===== src/common/cpu_pkg.sv =====
/* cpu shared types and link constants */
`default_nettype none

package cpu_pkg;

	localparam int REG_COUNT = 16;
	localparam int WORD_BYTES = 4;

	localparam logic [7:0] LINK_READ_HDR = 8'h52; // 'R'
	localparam logic [7:0] LINK_WRITE_HDR = 8'h57; // 'W'

	// words 12 to 15 fall through to halt in decode
	typedef enum logic [3:0] {
		OP_ADD  = 4'd0,
		OP_SUB  = 4'd1,
		OP_AND  = 4'd2,
		OP_OR   = 4'd3,
		OP_XOR  = 4'd4,
		OP_ADDI = 4'd5,
		OP_LUI  = 4'd6,
		OP_LW   = 4'd7,
		OP_SW   = 4'd8,
		OP_BEQ  = 4'd9,
		OP_BNE  = 4'd10,
		OP_HALT = 4'd11
	} opcode_e;

	typedef struct packed {
		opcode_e     opcode; // [31:28]
		logic [3:0]  rd; // [27:24]
		logic [3:0]  rs1; // [23:20]
		logic [3:0]  rs2; // [19:16]
		logic [15:0] unused;
	} instr_r_t;

	typedef struct packed {
		opcode_e     opcode;
		logic [3:0]  rd;
		logic [3:0]  rs1;
		logic [3:0]  rsvd; // rs2 slot of the register view
		logic [15:0] imm;
	} instr_i_t;

	typedef union packed {
		instr_r_t r;
		instr_i_t i;
	} instr_u;

	typedef struct packed {
		opcode_e     opcode;
		logic [3:0]  rd;
		logic [31:0] rs1_val;
		logic [31:0] rs2_val;
		logic [31:0] imm; // already extended or shifted
		logic        uses_imm;
		logic        writes_rd;
		logic        is_load;
		logic        is_store;
		logic        is_branch;
		logic        is_halt;
	} dec_op_t;

	typedef struct packed {
		logic        write;
		logic [31:0] addr;
		logic [31:0] wdata;
	} mem_req_t;

	typedef struct packed {
		logic [31:0] alu_val;
		logic [31:0] next_pc;
		mem_req_t    mem;
	} exe_res_t;

endpackage

`default_nettype wire


===== src/core/core_decode.sv =====
/* instruction decode */
`timescale 1ns/10ps
`default_nettype none

module core_decode import cpu_pkg::*; (
	input  wire instr_u      instr,
	input  wire logic [31:0] rs1_val,
	input  wire logic [31:0] rs2_val,
	output logic [3:0]       rs1_idx,
	output logic [3:0]       rs2_idx,
	output dec_op_t          op
);

	// rs1 sits in the same bits in both views, rs2 only exists in the register view
	assign rs1_idx = instr.i.rs1;
	assign rs2_idx = instr.r.rs2;

	always_comb begin
		op = '0;
		op.opcode = instr.r.opcode;
		op.rd = instr.r.rd;
		op.rs1_val = rs1_val;
		op.rs2_val = rs2_val;
		op.imm = {{16{instr.i.imm[15]}}, instr.i.imm}; // sign extend
		case (instr.r.opcode)
			OP_ADD, OP_SUB, OP_AND, OP_OR, OP_XOR: begin
				op.writes_rd = 1'b1;
			end
			OP_ADDI: begin
				op.uses_imm = 1'b1;
				op.writes_rd = 1'b1;
			end
			OP_LUI: begin
				op.imm = {instr.i.imm, 16'h0000}; // upper half
				op.uses_imm = 1'b1;
				op.writes_rd = 1'b1;
			end
			OP_LW: begin
				op.uses_imm = 1'b1;
				op.writes_rd = 1'b1;
				op.is_load = 1'b1;
			end
			OP_SW: begin
				op.uses_imm = 1'b1;
				op.is_store = 1'b1;
			end
			OP_BEQ, OP_BNE: begin
				op.uses_imm = 1'b1;
				op.is_branch = 1'b1;
			end
			default: begin
				op.opcode = OP_HALT; // 11 and the unused codes above it
				op.is_halt = 1'b1;
			end
		endcase
	end

endmodule

`default_nettype wire


===== src/core/core_execute.sv =====
/* alu and next pc */
`timescale 1ns/10ps
`default_nettype none

module core_execute import cpu_pkg::*; (
	input  wire dec_op_t     op,
	input  wire logic [31:0] pc,
	output exe_res_t         res
);

	logic [31:0] operand_b;
	logic [31:0] sum;
	logic        taken;

	assign operand_b = op.uses_imm ? op.imm : op.rs2_val;
	assign sum = op.rs1_val + operand_b; // add, addi and lw/sw address

	always_comb begin
		res = '0;
		taken = 1'b0;
		case (op.opcode)
			OP_ADD, OP_ADDI, OP_LW, OP_SW: begin
				res.alu_val = sum;
			end
			OP_SUB: begin
				res.alu_val = op.rs1_val - op.rs2_val;
			end
			OP_AND: begin
				res.alu_val = op.rs1_val & op.rs2_val;
			end
			OP_OR: begin
				res.alu_val = op.rs1_val | op.rs2_val;
			end
			OP_XOR: begin
				res.alu_val = op.rs1_val ^ op.rs2_val;
			end
			OP_LUI: begin
				res.alu_val = op.imm;
			end
			OP_BEQ: begin
				taken = (op.rs1_val == op.rs2_val);
			end
			OP_BNE: begin
				taken = (op.rs1_val != op.rs2_val);
			end
			default: begin
				res.alu_val = '0;
			end
		endcase

		// branch offset counts words
		if (op.is_branch && taken) begin
			res.next_pc = pc + (op.imm << 2);
		end else begin
			res.next_pc = pc + 32'(WORD_BYTES);
		end

		res.mem.write = op.is_store;
		res.mem.addr = sum;
		res.mem.wdata = op.rs2_val; // store data
	end

endmodule

`default_nettype wire


===== src/core/core_result.sv =====
/* register file and write back */
`timescale 1ns/10ps
`default_nettype none

module core_result import cpu_pkg::*; (
	input  wire              CLK,
	input  wire              rst,
	input  wire              wr_en,
	input  wire dec_op_t     op,
	input  wire logic [31:0] alu_val,
	input  wire logic [31:0] load_val,
	input  wire logic [3:0]  rs1_idx,
	input  wire logic [3:0]  rs2_idx,
	output logic [31:0]      rs1_val,
	output logic [31:0]      rs2_val
);

	logic [31:0] regs [REG_COUNT];
	logic [31:0] wb_val;

	assign wb_val = op.is_load ? load_val : alu_val;

	always_ff @(posedge CLK or posedge rst) begin
		if (rst) begin
			for (int i = 0; i < REG_COUNT; i++) begin
				regs[i] <= '0;
			end
		end else if (wr_en && op.writes_rd && (op.rd != 4'd0)) begin
			regs[op.rd] <= wb_val; // r0 writes dropped
		end
	end

	assign rs1_val = (rs1_idx == 4'd0) ? '0 : regs[rs1_idx];
	assign rs2_val = (rs2_idx == 4'd0) ? '0 : regs[rs2_idx];

endmodule

`default_nettype wire


===== src/core/cpu_core.sv =====
/* multi-cycle cpu core */
`timescale 1ns/10ps
`default_nettype none

module cpu_core import cpu_pkg::*; (
	input  wire              CLK,
	input  wire              rst,
	output logic             mem_req,
	output mem_req_t         req,
	input  wire              mem_done,
	input  wire logic [31:0] rdata,
	output logic             halted,
	output logic [31:0]      halt_pc
);

	typedef enum logic [2:0] {
		S_FETCH,
		S_FETCH_WAIT,
		S_DECODE,
		S_EXECUTE,
		S_MEM,
		S_MEM_WAIT,
		S_RESULT,
		S_HALTED
	} state_e;

	state_e      state;
	logic [31:0] pc;
	instr_u      instr_q;
	dec_op_t     dec_op;
	dec_op_t     dec_q;
	exe_res_t    exe_res;
	exe_res_t    exe_q;
	logic [3:0]  rs1_idx;
	logic [3:0]  rs2_idx;
	logic [31:0] rs1_val;
	logic [31:0] rs2_val;

	core_decode decode (
		.instr   (instr_q),
		.rs1_val (rs1_val),
		.rs2_val (rs2_val),
		.rs1_idx (rs1_idx),
		.rs2_idx (rs2_idx),
		.op      (dec_op)
	);

	core_execute execute (
		.op  (dec_q),
		.pc  (pc),
		.res (exe_res)
	);

	// rdata still holds the loaded word in the result cycle
	core_result result (
		.CLK      (CLK),
		.rst      (rst),
		.wr_en    (state == S_RESULT),
		.op       (dec_q),
		.alu_val  (exe_q.alu_val),
		.load_val (rdata),
		.rs1_idx  (rs1_idx),
		.rs2_idx  (rs2_idx),
		.rs1_val  (rs1_val),
		.rs2_val  (rs2_val)
	);

	always_ff @(posedge CLK or posedge rst) begin
		if (rst) begin
			state <= S_FETCH;
			pc <= '0;
		end else begin
			case (state)
				S_FETCH: state <= S_FETCH_WAIT;
				S_FETCH_WAIT: if (mem_done) state <= S_DECODE;
				S_DECODE: state <= S_EXECUTE;
				S_EXECUTE: state <= (dec_q.is_load || dec_q.is_store) ? S_MEM : S_RESULT;
				S_MEM: state <= S_MEM_WAIT;
				S_MEM_WAIT: if (mem_done) state <= S_RESULT;
				S_RESULT: begin
					if (dec_q.is_halt) begin
						state <= S_HALTED; // pc stays on the halt
					end else begin
						pc <= exe_q.next_pc;
						state <= S_FETCH;
					end
				end
				default: state <= S_HALTED;
			endcase
		end
	end

	always_ff @(posedge CLK) begin
		if (state == S_FETCH_WAIT && mem_done) instr_q <= rdata;
		if (state == S_DECODE) dec_q <= dec_op;
		if (state == S_EXECUTE) exe_q <= exe_res;
	end

	assign mem_req = !rst && ((state == S_FETCH) || (state == S_MEM));

	always_comb begin
		if (state == S_FETCH || state == S_FETCH_WAIT) begin
			req.write = 1'b0;
			req.addr = pc;
			req.wdata = '0;
		end else begin
			req = exe_q.mem;
		end
	end

	assign halted = (state == S_HALTED);
	assign halt_pc = pc;

endmodule

`default_nettype wire


===== src/logic/memory_controller.sv =====
/* memory requests over the byte link */
`timescale 1ns/10ps
`default_nettype none

module memory_controller import cpu_pkg::*; (
	input  wire              CLK,
	input  wire              rst,
	input  wire              mem_req,
	input  wire mem_req_t    req,
	output logic             mem_done,
	output logic [31:0]      rdata,
	input  wire              rx_valid,
	input  wire logic [7:0]  rx_byte,
	input  wire              tx_busy,
	output logic             tx_valid,
	output logic [7:0]       tx_byte
);

	typedef enum logic [1:0] {
		M_IDLE,
		M_SEND,
		M_RECV,
		M_DONE
	} mstate_e;

	mstate_e    state;
	mem_req_t   req_q;
	logic [3:0] byte_idx;
	logic [3:0] last_idx;
	logic [1:0] rx_cnt;
	logic [(1 + 2 * WORD_BYTES) * 8 - 1:0] msg;

	// header in the low byte, then address and data, lsb first
	assign msg = {req_q.wdata, req_q.addr, req_q.write ? LINK_WRITE_HDR : LINK_READ_HDR};
	assign last_idx = req_q.write ? 4'(2 * WORD_BYTES) : 4'(WORD_BYTES);

	assign tx_valid = (state == M_SEND) && !tx_busy; // held byte waits out busy
	assign tx_byte = msg[{byte_idx, 3'b000} +: 8];
	assign mem_done = (state == M_DONE);

	always_ff @(posedge CLK or posedge rst) begin
		if (rst) begin
			state <= M_IDLE;
			byte_idx <= '0;
			rx_cnt <= '0;
		end else begin
			case (state)
				M_IDLE: begin
					if (mem_req) begin
						byte_idx <= '0;
						state <= M_SEND;
					end
				end
				M_SEND: begin
					if (!tx_busy) begin
						byte_idx <= byte_idx + 4'd1;
						if (byte_idx == last_idx) begin
							rx_cnt <= '0;
							state <= req_q.write ? M_DONE : M_RECV;
						end
					end
				end
				M_RECV: begin
					if (rx_valid) begin
						rx_cnt <= rx_cnt + 2'd1;
						if (rx_cnt == 2'(WORD_BYTES - 1)) state <= M_DONE;
					end
				end
				default: state <= M_IDLE;
			endcase
		end
	end

	always_ff @(posedge CLK) begin
		if (state == M_IDLE && mem_req) req_q <= req;
		if (state == M_RECV && rx_valid) begin
			rdata <= {rx_byte, rdata[31:8]}; // first byte ends up lowest
		end
	end

endmodule

`default_nettype wire


===== src/logic/cpu_top.sv =====
/* cpu subsystem top */
`timescale 1ns/10ps
`default_nettype none

module cpu_top import cpu_pkg::*; (
	input  wire             CLK,
	input  wire             button,
	input  wire             rx_valid,
	input  wire logic [7:0] rx_byte,
	input  wire             tx_busy,
	output logic            tx_valid,
	output logic [7:0]      tx_byte,
	output logic            halted,
	output logic [31:0]     halt_pc
);

	logic        rst_meta;
	logic        rst;
	logic        mem_req;
	mem_req_t    req;
	logic        mem_done;
	logic [31:0] rdata;

	// asserts with the button, releases two edges after it
	always_ff @(posedge CLK or posedge button) begin
		if (button) begin
			rst_meta <= 1'b1;
			rst <= 1'b1;
		end else begin
			rst_meta <= 1'b0;
			rst <= rst_meta;
		end
	end

	memory_controller mem_ctrl (
		.CLK      (CLK),
		.rst      (rst),
		.mem_req  (mem_req),
		.req      (req),
		.mem_done (mem_done),
		.rdata    (rdata),
		.rx_valid (rx_valid),
		.rx_byte  (rx_byte),
		.tx_busy  (tx_busy),
		.tx_valid (tx_valid),
		.tx_byte  (tx_byte)
	);

	cpu_core core (
		.CLK      (CLK),
		.rst      (rst),
		.mem_req  (mem_req),
		.req      (req),
		.mem_done (mem_done),
		.rdata    (rdata),
		.halted   (halted),
		.halt_pc  (halt_pc)
	);

endmodule

`default_nettype wire


===== config.mk =====
export PLATFORM = sky130hd
export DESIGN_NAME = cpu_top
export DESIGN_NICKNAME = d
export VERILOG_FILES = /design/src/common/cpu_pkg.sv /design/src/core/core_decode.sv /design/src/core/core_execute.sv /design/src/core/core_result.sv /design/src/core/cpu_core.sv /design/src/logic/memory_controller.sv /design/src/logic/cpu_top.sv
export SDC_FILE = /design/constraint.sdc
export NUM_CORES = 2
export LEC_CHECK = 0
export BUFFER_PORTS_ARGS = -buffer_cell sky130_fd_sc_hd__buf_2
export CORE_MARGIN = 10
export CORE_UTILIZATION = 55
export CTS_BUF_LIST = sky130_fd_sc_hd__clkbuf_4 sky130_fd_sc_hd__clkbuf_8
export DETAILED_ROUTE_END_ITERATION = 6
export PLACE_DENSITY = 0.77
export SLEW_MARGIN = 20
export SYNTH_ARGS = -nofsm -noshare
export SYNTH_HDL_FRONTEND = slang
export SYNTH_SLANG_ARGS = --single-unit

===== constraint.sdc =====
create_clock -name CLK -period 18.36 [get_ports CLK]
set_input_delay 2.754 -clock CLK [delete_from_list [all_inputs] [get_ports CLK]]
set_output_delay 2.754 -clock CLK [all_outputs]
set_load 0.01 [all_outputs]

# After elaboration in Yosys (flattened, before gate mapping)
# Cells that the tools add are included.
word_totals:
  output_inout_bits: 42
  wordCells: 180
  ff_bits: 925
classes:
  n_lt_le_gt_ge: 4
  reduce_logical: 33
  eq_ne: 41
  shift: 1
  mux: 43
  bitwise_logic: 7
  add_sub_neg: 6
ops:
  columns: ["operator", "n"]
  rows:
  - ["$bwmux 512", 1]
  - ["$bmux 32 s4", 2]
  - ["$mux 32", 8]
  - ["$pmux 32 s6", 1]
  - ["$demux 32 s4", 1]
  - ["$shiftx 72x8->8", 1]
  - ["$add 32x32->32", 2]
  - ["$mux 64", 1]
  - ["$add 32x3->32 const B", 1]
  - ["$and 32x32->32", 1]
  - ["$eq 32x32->1", 1]
  - ["$eq 4x3->1 const B", 8]
  - ["$ne 32x32->1", 1]
  - ["$or 32x32->32", 1]
  - ["$sub 32x32->32", 1]
  - ["$xor 32x32->32", 1]
  - ["$mux 31", 1]
  - ["$eq 4x4->1 const B", 6]
  - ["$pmux 3 s7", 1]
  - ["$mux 2", 9]
  - ["$eq 4x2->1 const B", 4]
  - ["$logic_not 4->1", 4]
  - ["$ge 5x5->1 const B", 3]
  - ["$not 4->5", 3]
  - ["36 further kinds", 72]

# Depth between registers and ports, before layout
depth:
  word_depth: 6
  depth_mapped: 23
  mapped_depth_nobuf: 21

# Modules after synthesis
# From an unflattened synthesis, not the netlist that was laid out.
hier_totals:
  cells_unflattened: 4175
  hier_area_um2: 48182.5
by_module_without_submodules:
  columns: ["module", "n_inst", "area_per_inst_um2", "cells_each"]
  rows:
  - ["core_result", 1, 25209.2, 2311]
  - ["cpu_core", 1, 10321.1, 435]
  - ["core_execute", 1, 7438.4, 1067]
  - ["memory_controller", 1, 4103.9, 230]
  - ["core_decode", 1, 1049.8, 128]
  - ["cpu_top", 1, 60.1, 4]

# Worst setup path after synthesis
# Ideal clock, no wire load.
synth_timing:
  kind: "register to register"
  from: "reg core.state[1]"
  to: "reg core.state[1]"
  setup_ns: 0.125
  n_path_buf: 1
  path_stages_with_launch: 7
  t_arrival_ns: 6.761
  path_slack_ns: 11.474
  t_required_ns: 18.235
  cell_sequence: "dfrtp_1 > clkbuf_1 > nand2_1 > nor2_1 > o21ai_0 > o21ai_0 > nor2_1"
synth_via:
  elab_chain_cells: 3
  word_cells_on_any_way: 11
  classes_between: "8 x eq/ne; 1 x mux; 2 x reduce/logical"
synth_rtl:
  columns: ["item", "line", "text"]
  rows:
  - ["from (decl)", "cpu_core.sv:27", "state_e state;"]
  - ["from (signal assigned)", "cpu_core.sv:77", "S_EXECUTE: state <= (dec_q.is_load || dec_q.is_store) ? S_MEM : S_RESULT;"]
  - ["$eq 3x1->1 / $eq 3x3->1 (equally long branches)", "cpu_core.sv:73", "case (state)"]
  - ["$ne 2x1->1 (no source line)", null, null]
  - ["$reduce_and 2->1 (no source line)", null, null]
# Parallel ways exist; a longest one is shown, timed or not.
# A chain may end at the register's enable or synchronous reset.

==> results.sh <==
export IMPL_status="finished, final reports clean"
export IMPL_holdBufCountCts=0
export IMPL_syn2layout_area_growth_pct=9.651
export IMPL_fill_cells=6736
export IMPL_setup_viol=0
export IMPL_p_int_uw=4135
export IMPL_critPathRequiredTime_ps=18950
export IMPL_start_util_pct=55.35
export IMPL_pwr_share_seq_pct=46.5
export IMPL_synth_area_um2=48020
export IMPL_cts_root_buffer="clkbuf_8"
export IMPL_synth_nets=4177
export IMPL_hold_class="reg2async"
export IMPL_ys_ff_latch=925
export IMPL_die_h_um=315.5
export IMPL_met3_usage_pct=5.615
export IMPL_cts_buffers=155
export IMPL_layout_common_cells="dfrtp_1, a21oi_1, nor2_1"
export IMPL_critical_path_endpoint_type="register"
export IMPL_min_period_ps=6340
export IMPL_worstSkewPairLatency_ps=850
export IMPL_met1_usage_pct=36.92
export IMPL_p_leak_uw=0.02005
export IMPL_cap_violations=0
export IMPL_port_buffers=53
export IMPL_peakVddDrop_mv=0.1044
export IMPL_cts_post_setup_buffers_inserted=0
export IMPL_cp_slowest_stage_delay_ps=750
export IMPL_cts_htree_levels=4
export IMPL_synthCells=3999
export IMPL_grt_pass1_wl_um=200500
export IMPL_startpoint_type="register"
export IMPL_grtUsageTotal_pct=26.42
export IMPL_drc=0
export IMPL_routed_wl_um=131300
export IMPL_viasPerCell=6.357
export IMPL_io_pin_count=54
export IMPL_ant_nets=0
export IMPL_synthArstFlopShare_pct=60.22
export IMPL_wl_per_cell_um=25.01
export IMPL_drv_slew=0
export IMPL_total_power_uw=5960
export IMPL_drive_above_1_share_pct=20.95
export IMPL_final_nets=4148
export IMPL_use_met2_pct=40.17
export IMPL_die_area_um2=99530
export IMPL_synth_edf_count=368
export IMPL_clock_fmax_mhz=157.7
export IMPL_drtIter0Drc=4120
export IMPL_fp_coreArea_um2=86750
export IMPL_cp_slowest_cell="a2111oi_1"
export IMPL_grt_pass1_vias=32970
export IMPL_dominantRegCellSynth="dfrtp_1"
export IMPL_max_slew_margin_pct=25.51
export IMPL_clkSlewWorstSetupHoldPaths_ps=70
export IMPL_antenna_found_initial=7
export IMPL_pwr_density_cell_nw_per_um2=113.2
export IMPL_grt_overflow=0
export IMPL_clock_sinks=925
export IMPL_busiest_layer="met2"
export IMPL_path_cells="inv_1, ha_1, or4_4, nor3b_2, nand4_1, nor4_2, nand3b_1, a211oi_2, buf_4, nand2_1, inv_1, ha_1, a211oi_1, o21ai_0, a2111oi_1, o41a_1, o31ai_1, a21oi_2, o31ai_2, a31oi_1, xnor2_1"
export IMPL_pre_cts_ws_ps=12130
export IMPL_cp_max_fo=30
export IMPL_hpwlAfterDp_um=86560
export IMPL_cts_tree="built"
export IMPL_crit_type="reg2reg"
export IMPL_synth_area_per_cell_um2=12.01
export IMPL_ys_types=83
export IMPL_setup_ws_ps=12020
export IMPL_sw_frac_of_total_pct=30.62
export IMPL_dr_pass1_iters=5
export IMPL_finalCritPeriodShare_pct=34.53
export IMPL_rows=108
export IMPL_p_sw_uw=1825
export IMPL_die_w_um=315.5
export IMPL_routabilityCongestion=1.002
export IMPL_ctsResizeCount=0
export IMPL_grt_max_degree=169
export IMPL_synth_seq_area_share_pct=52.04
export IMPL_ys_warn_count=0
export IMPL_p_clk_share_pct=32.5
export IMPL_worst_pin_slew_ps=1114
export IMPL_vias=33380
export IMPL_final_common_cell="dfrtp_1"
export IMPL_fin_skew_ps=45.85
export IMPL_rsz0062_at_grt="no"
export IMPL_totalNegativeSetupSlack_ps=0
export IMPL_hold_violations=0
export IMPL_clock_path_buffers=3
export IMPL_crit_arrival_ps=6930
export IMPL_comb_power_share_pct=20.9
[state kept, by name, indices dropped and copies added, names as in the netlist]
name and flops:
core.dec_q 110, core.result.regs 512, mem_ctrl.req_q 1, mem_ctrl.state 2
core.instr_q 32, core.exe_q 129, mem_ctrl.msg 64, mem_ctrl.rdata 32
core.halt_pc 32, core.state 3, mem_ctrl.rx_cnt 2, mem_ctrl.byte_idx 4
rst 1, rst_meta 1
[worst paths after layout]
check,start,end,slack (ps),cells past startpoint
worst max-delay path,core.dec_q[48],core.exe_q[94],12020,21
worst min-delay path,rst,mem_ctrl.byte_idx[3],360,1
worst max register to register,core.dec_q[48],core.exe_q[94],12020,21
worst min register to register,rst,mem_ctrl.byte_idx[3],360,1
max in group asynchronous,rst,core.result.regs[398],15310,4
min in group CLK,rst_meta,rst,360,0
[metal layers]
layer | vias to the layer above | wire, um | share of wire, %
met3 | 328 | 13800 | 11
li1 | 14570 | - | -
met4 | 4 | 4930 | 3.8
met2 | 1817 | 60060 | 46
met5 | - | 25 | 0.019
met1 | 16670 | 52520 | 40
[final cells by class]
cell class | count | area (um2) | area share, %
repair buffers | 127 | 873.3 | 1.659
inverters | 134 | 510.5 | 0.9695
diodes | 1 | 2.502 | 0.004752
flip-flops and latches | 925 | 24990 | 47.46
clock buffers | 233 | 2844 | 5.401
multi-input cells | 2627 | 21540 | 40.92
well taps | 1155 | 1445 | 2.745
clock inverters | 49 | 444.2 | 0.8436
[metrics by stage]
step | util, % | instance area (um2) | hold slack, ps | std cells
6_report | 60.70 | 52660 | 359.4 | 5251
5_1_grt | 60.70 | 52660 | 366.8 | 5251
4_1_cts | 60.59 | 52570 | 362.4 | 5247
3_5_place_dp | 56.80 | 49280 | 349.7 | 4965
3_3_place_gp | 56.77 | 49250 | 348.6 | 4965
2_1_floorplan | - | 48020 | 345.2 | 3999
[synthesized netlist by cell type (all sizes together), types with 60 or more instances]
master | count | area share [%]
nor2 | 384 | 3.0
nand2 | 314 | 2.5
edfxtp | 368 | 23
inv | 133 | 1.0
clkbuf | 272 | 2.1
ha | 163 | 4.2
mux2 | 67 | 1.6
mux4 | 330 | 15
a21oi | 426 | 4.4
xnor2 | 60 | 1.1
nor2b | 124 | 1.6
dfrtp | 555 | 29
o21ai | 308 | 3.2
[worst max-delay path, delay by kind of cell, from the launching register on]
kind	cells	cell delay, ps
AOI/OAI and AO/OA	9	2610
and+or+nand+nor	6	1900
adders and majority gates	2	550
buffers and inverters	3	520
DFF	1	420
xor gates and xnor gates	1	90
[kinds of logic (layout without fill, tap and decap cells)]
| kind of cell | Yosys count | count (layout) | share of synthesized area [%] |
|---|---|---|---|
| AND/OR/NAND/NOR | 983 | 983 | 9.130 |
| AO/OA/AOI/OAI | 955 | 955 | 11.46 |
| flip-flops | 925 | 925 | 52.04 |
| buffers and inverters | 447 | 543 | 3.546 |
| multiplexers | 441 | 441 | 17.97 |
| adder cells (fa/ha/maj) | 166 | 166 | 4.372 |
| XOR/XNOR | 81 | 81 | 1.477 |
| other | 1 | 2 | 0.007809 |
[power groups by stage]
stage                     combinational, uW  clock (uW)  sequential, uW
after global placement                 1200           0            2780
after detailed placement               1230           0            2800
after CTS                              1240        1960            2770
final                                  1250        1940            2770
after floorplan                         906           0            2710
after global routing                   1360        2060            2810
(Power assumes the default switching activity.)
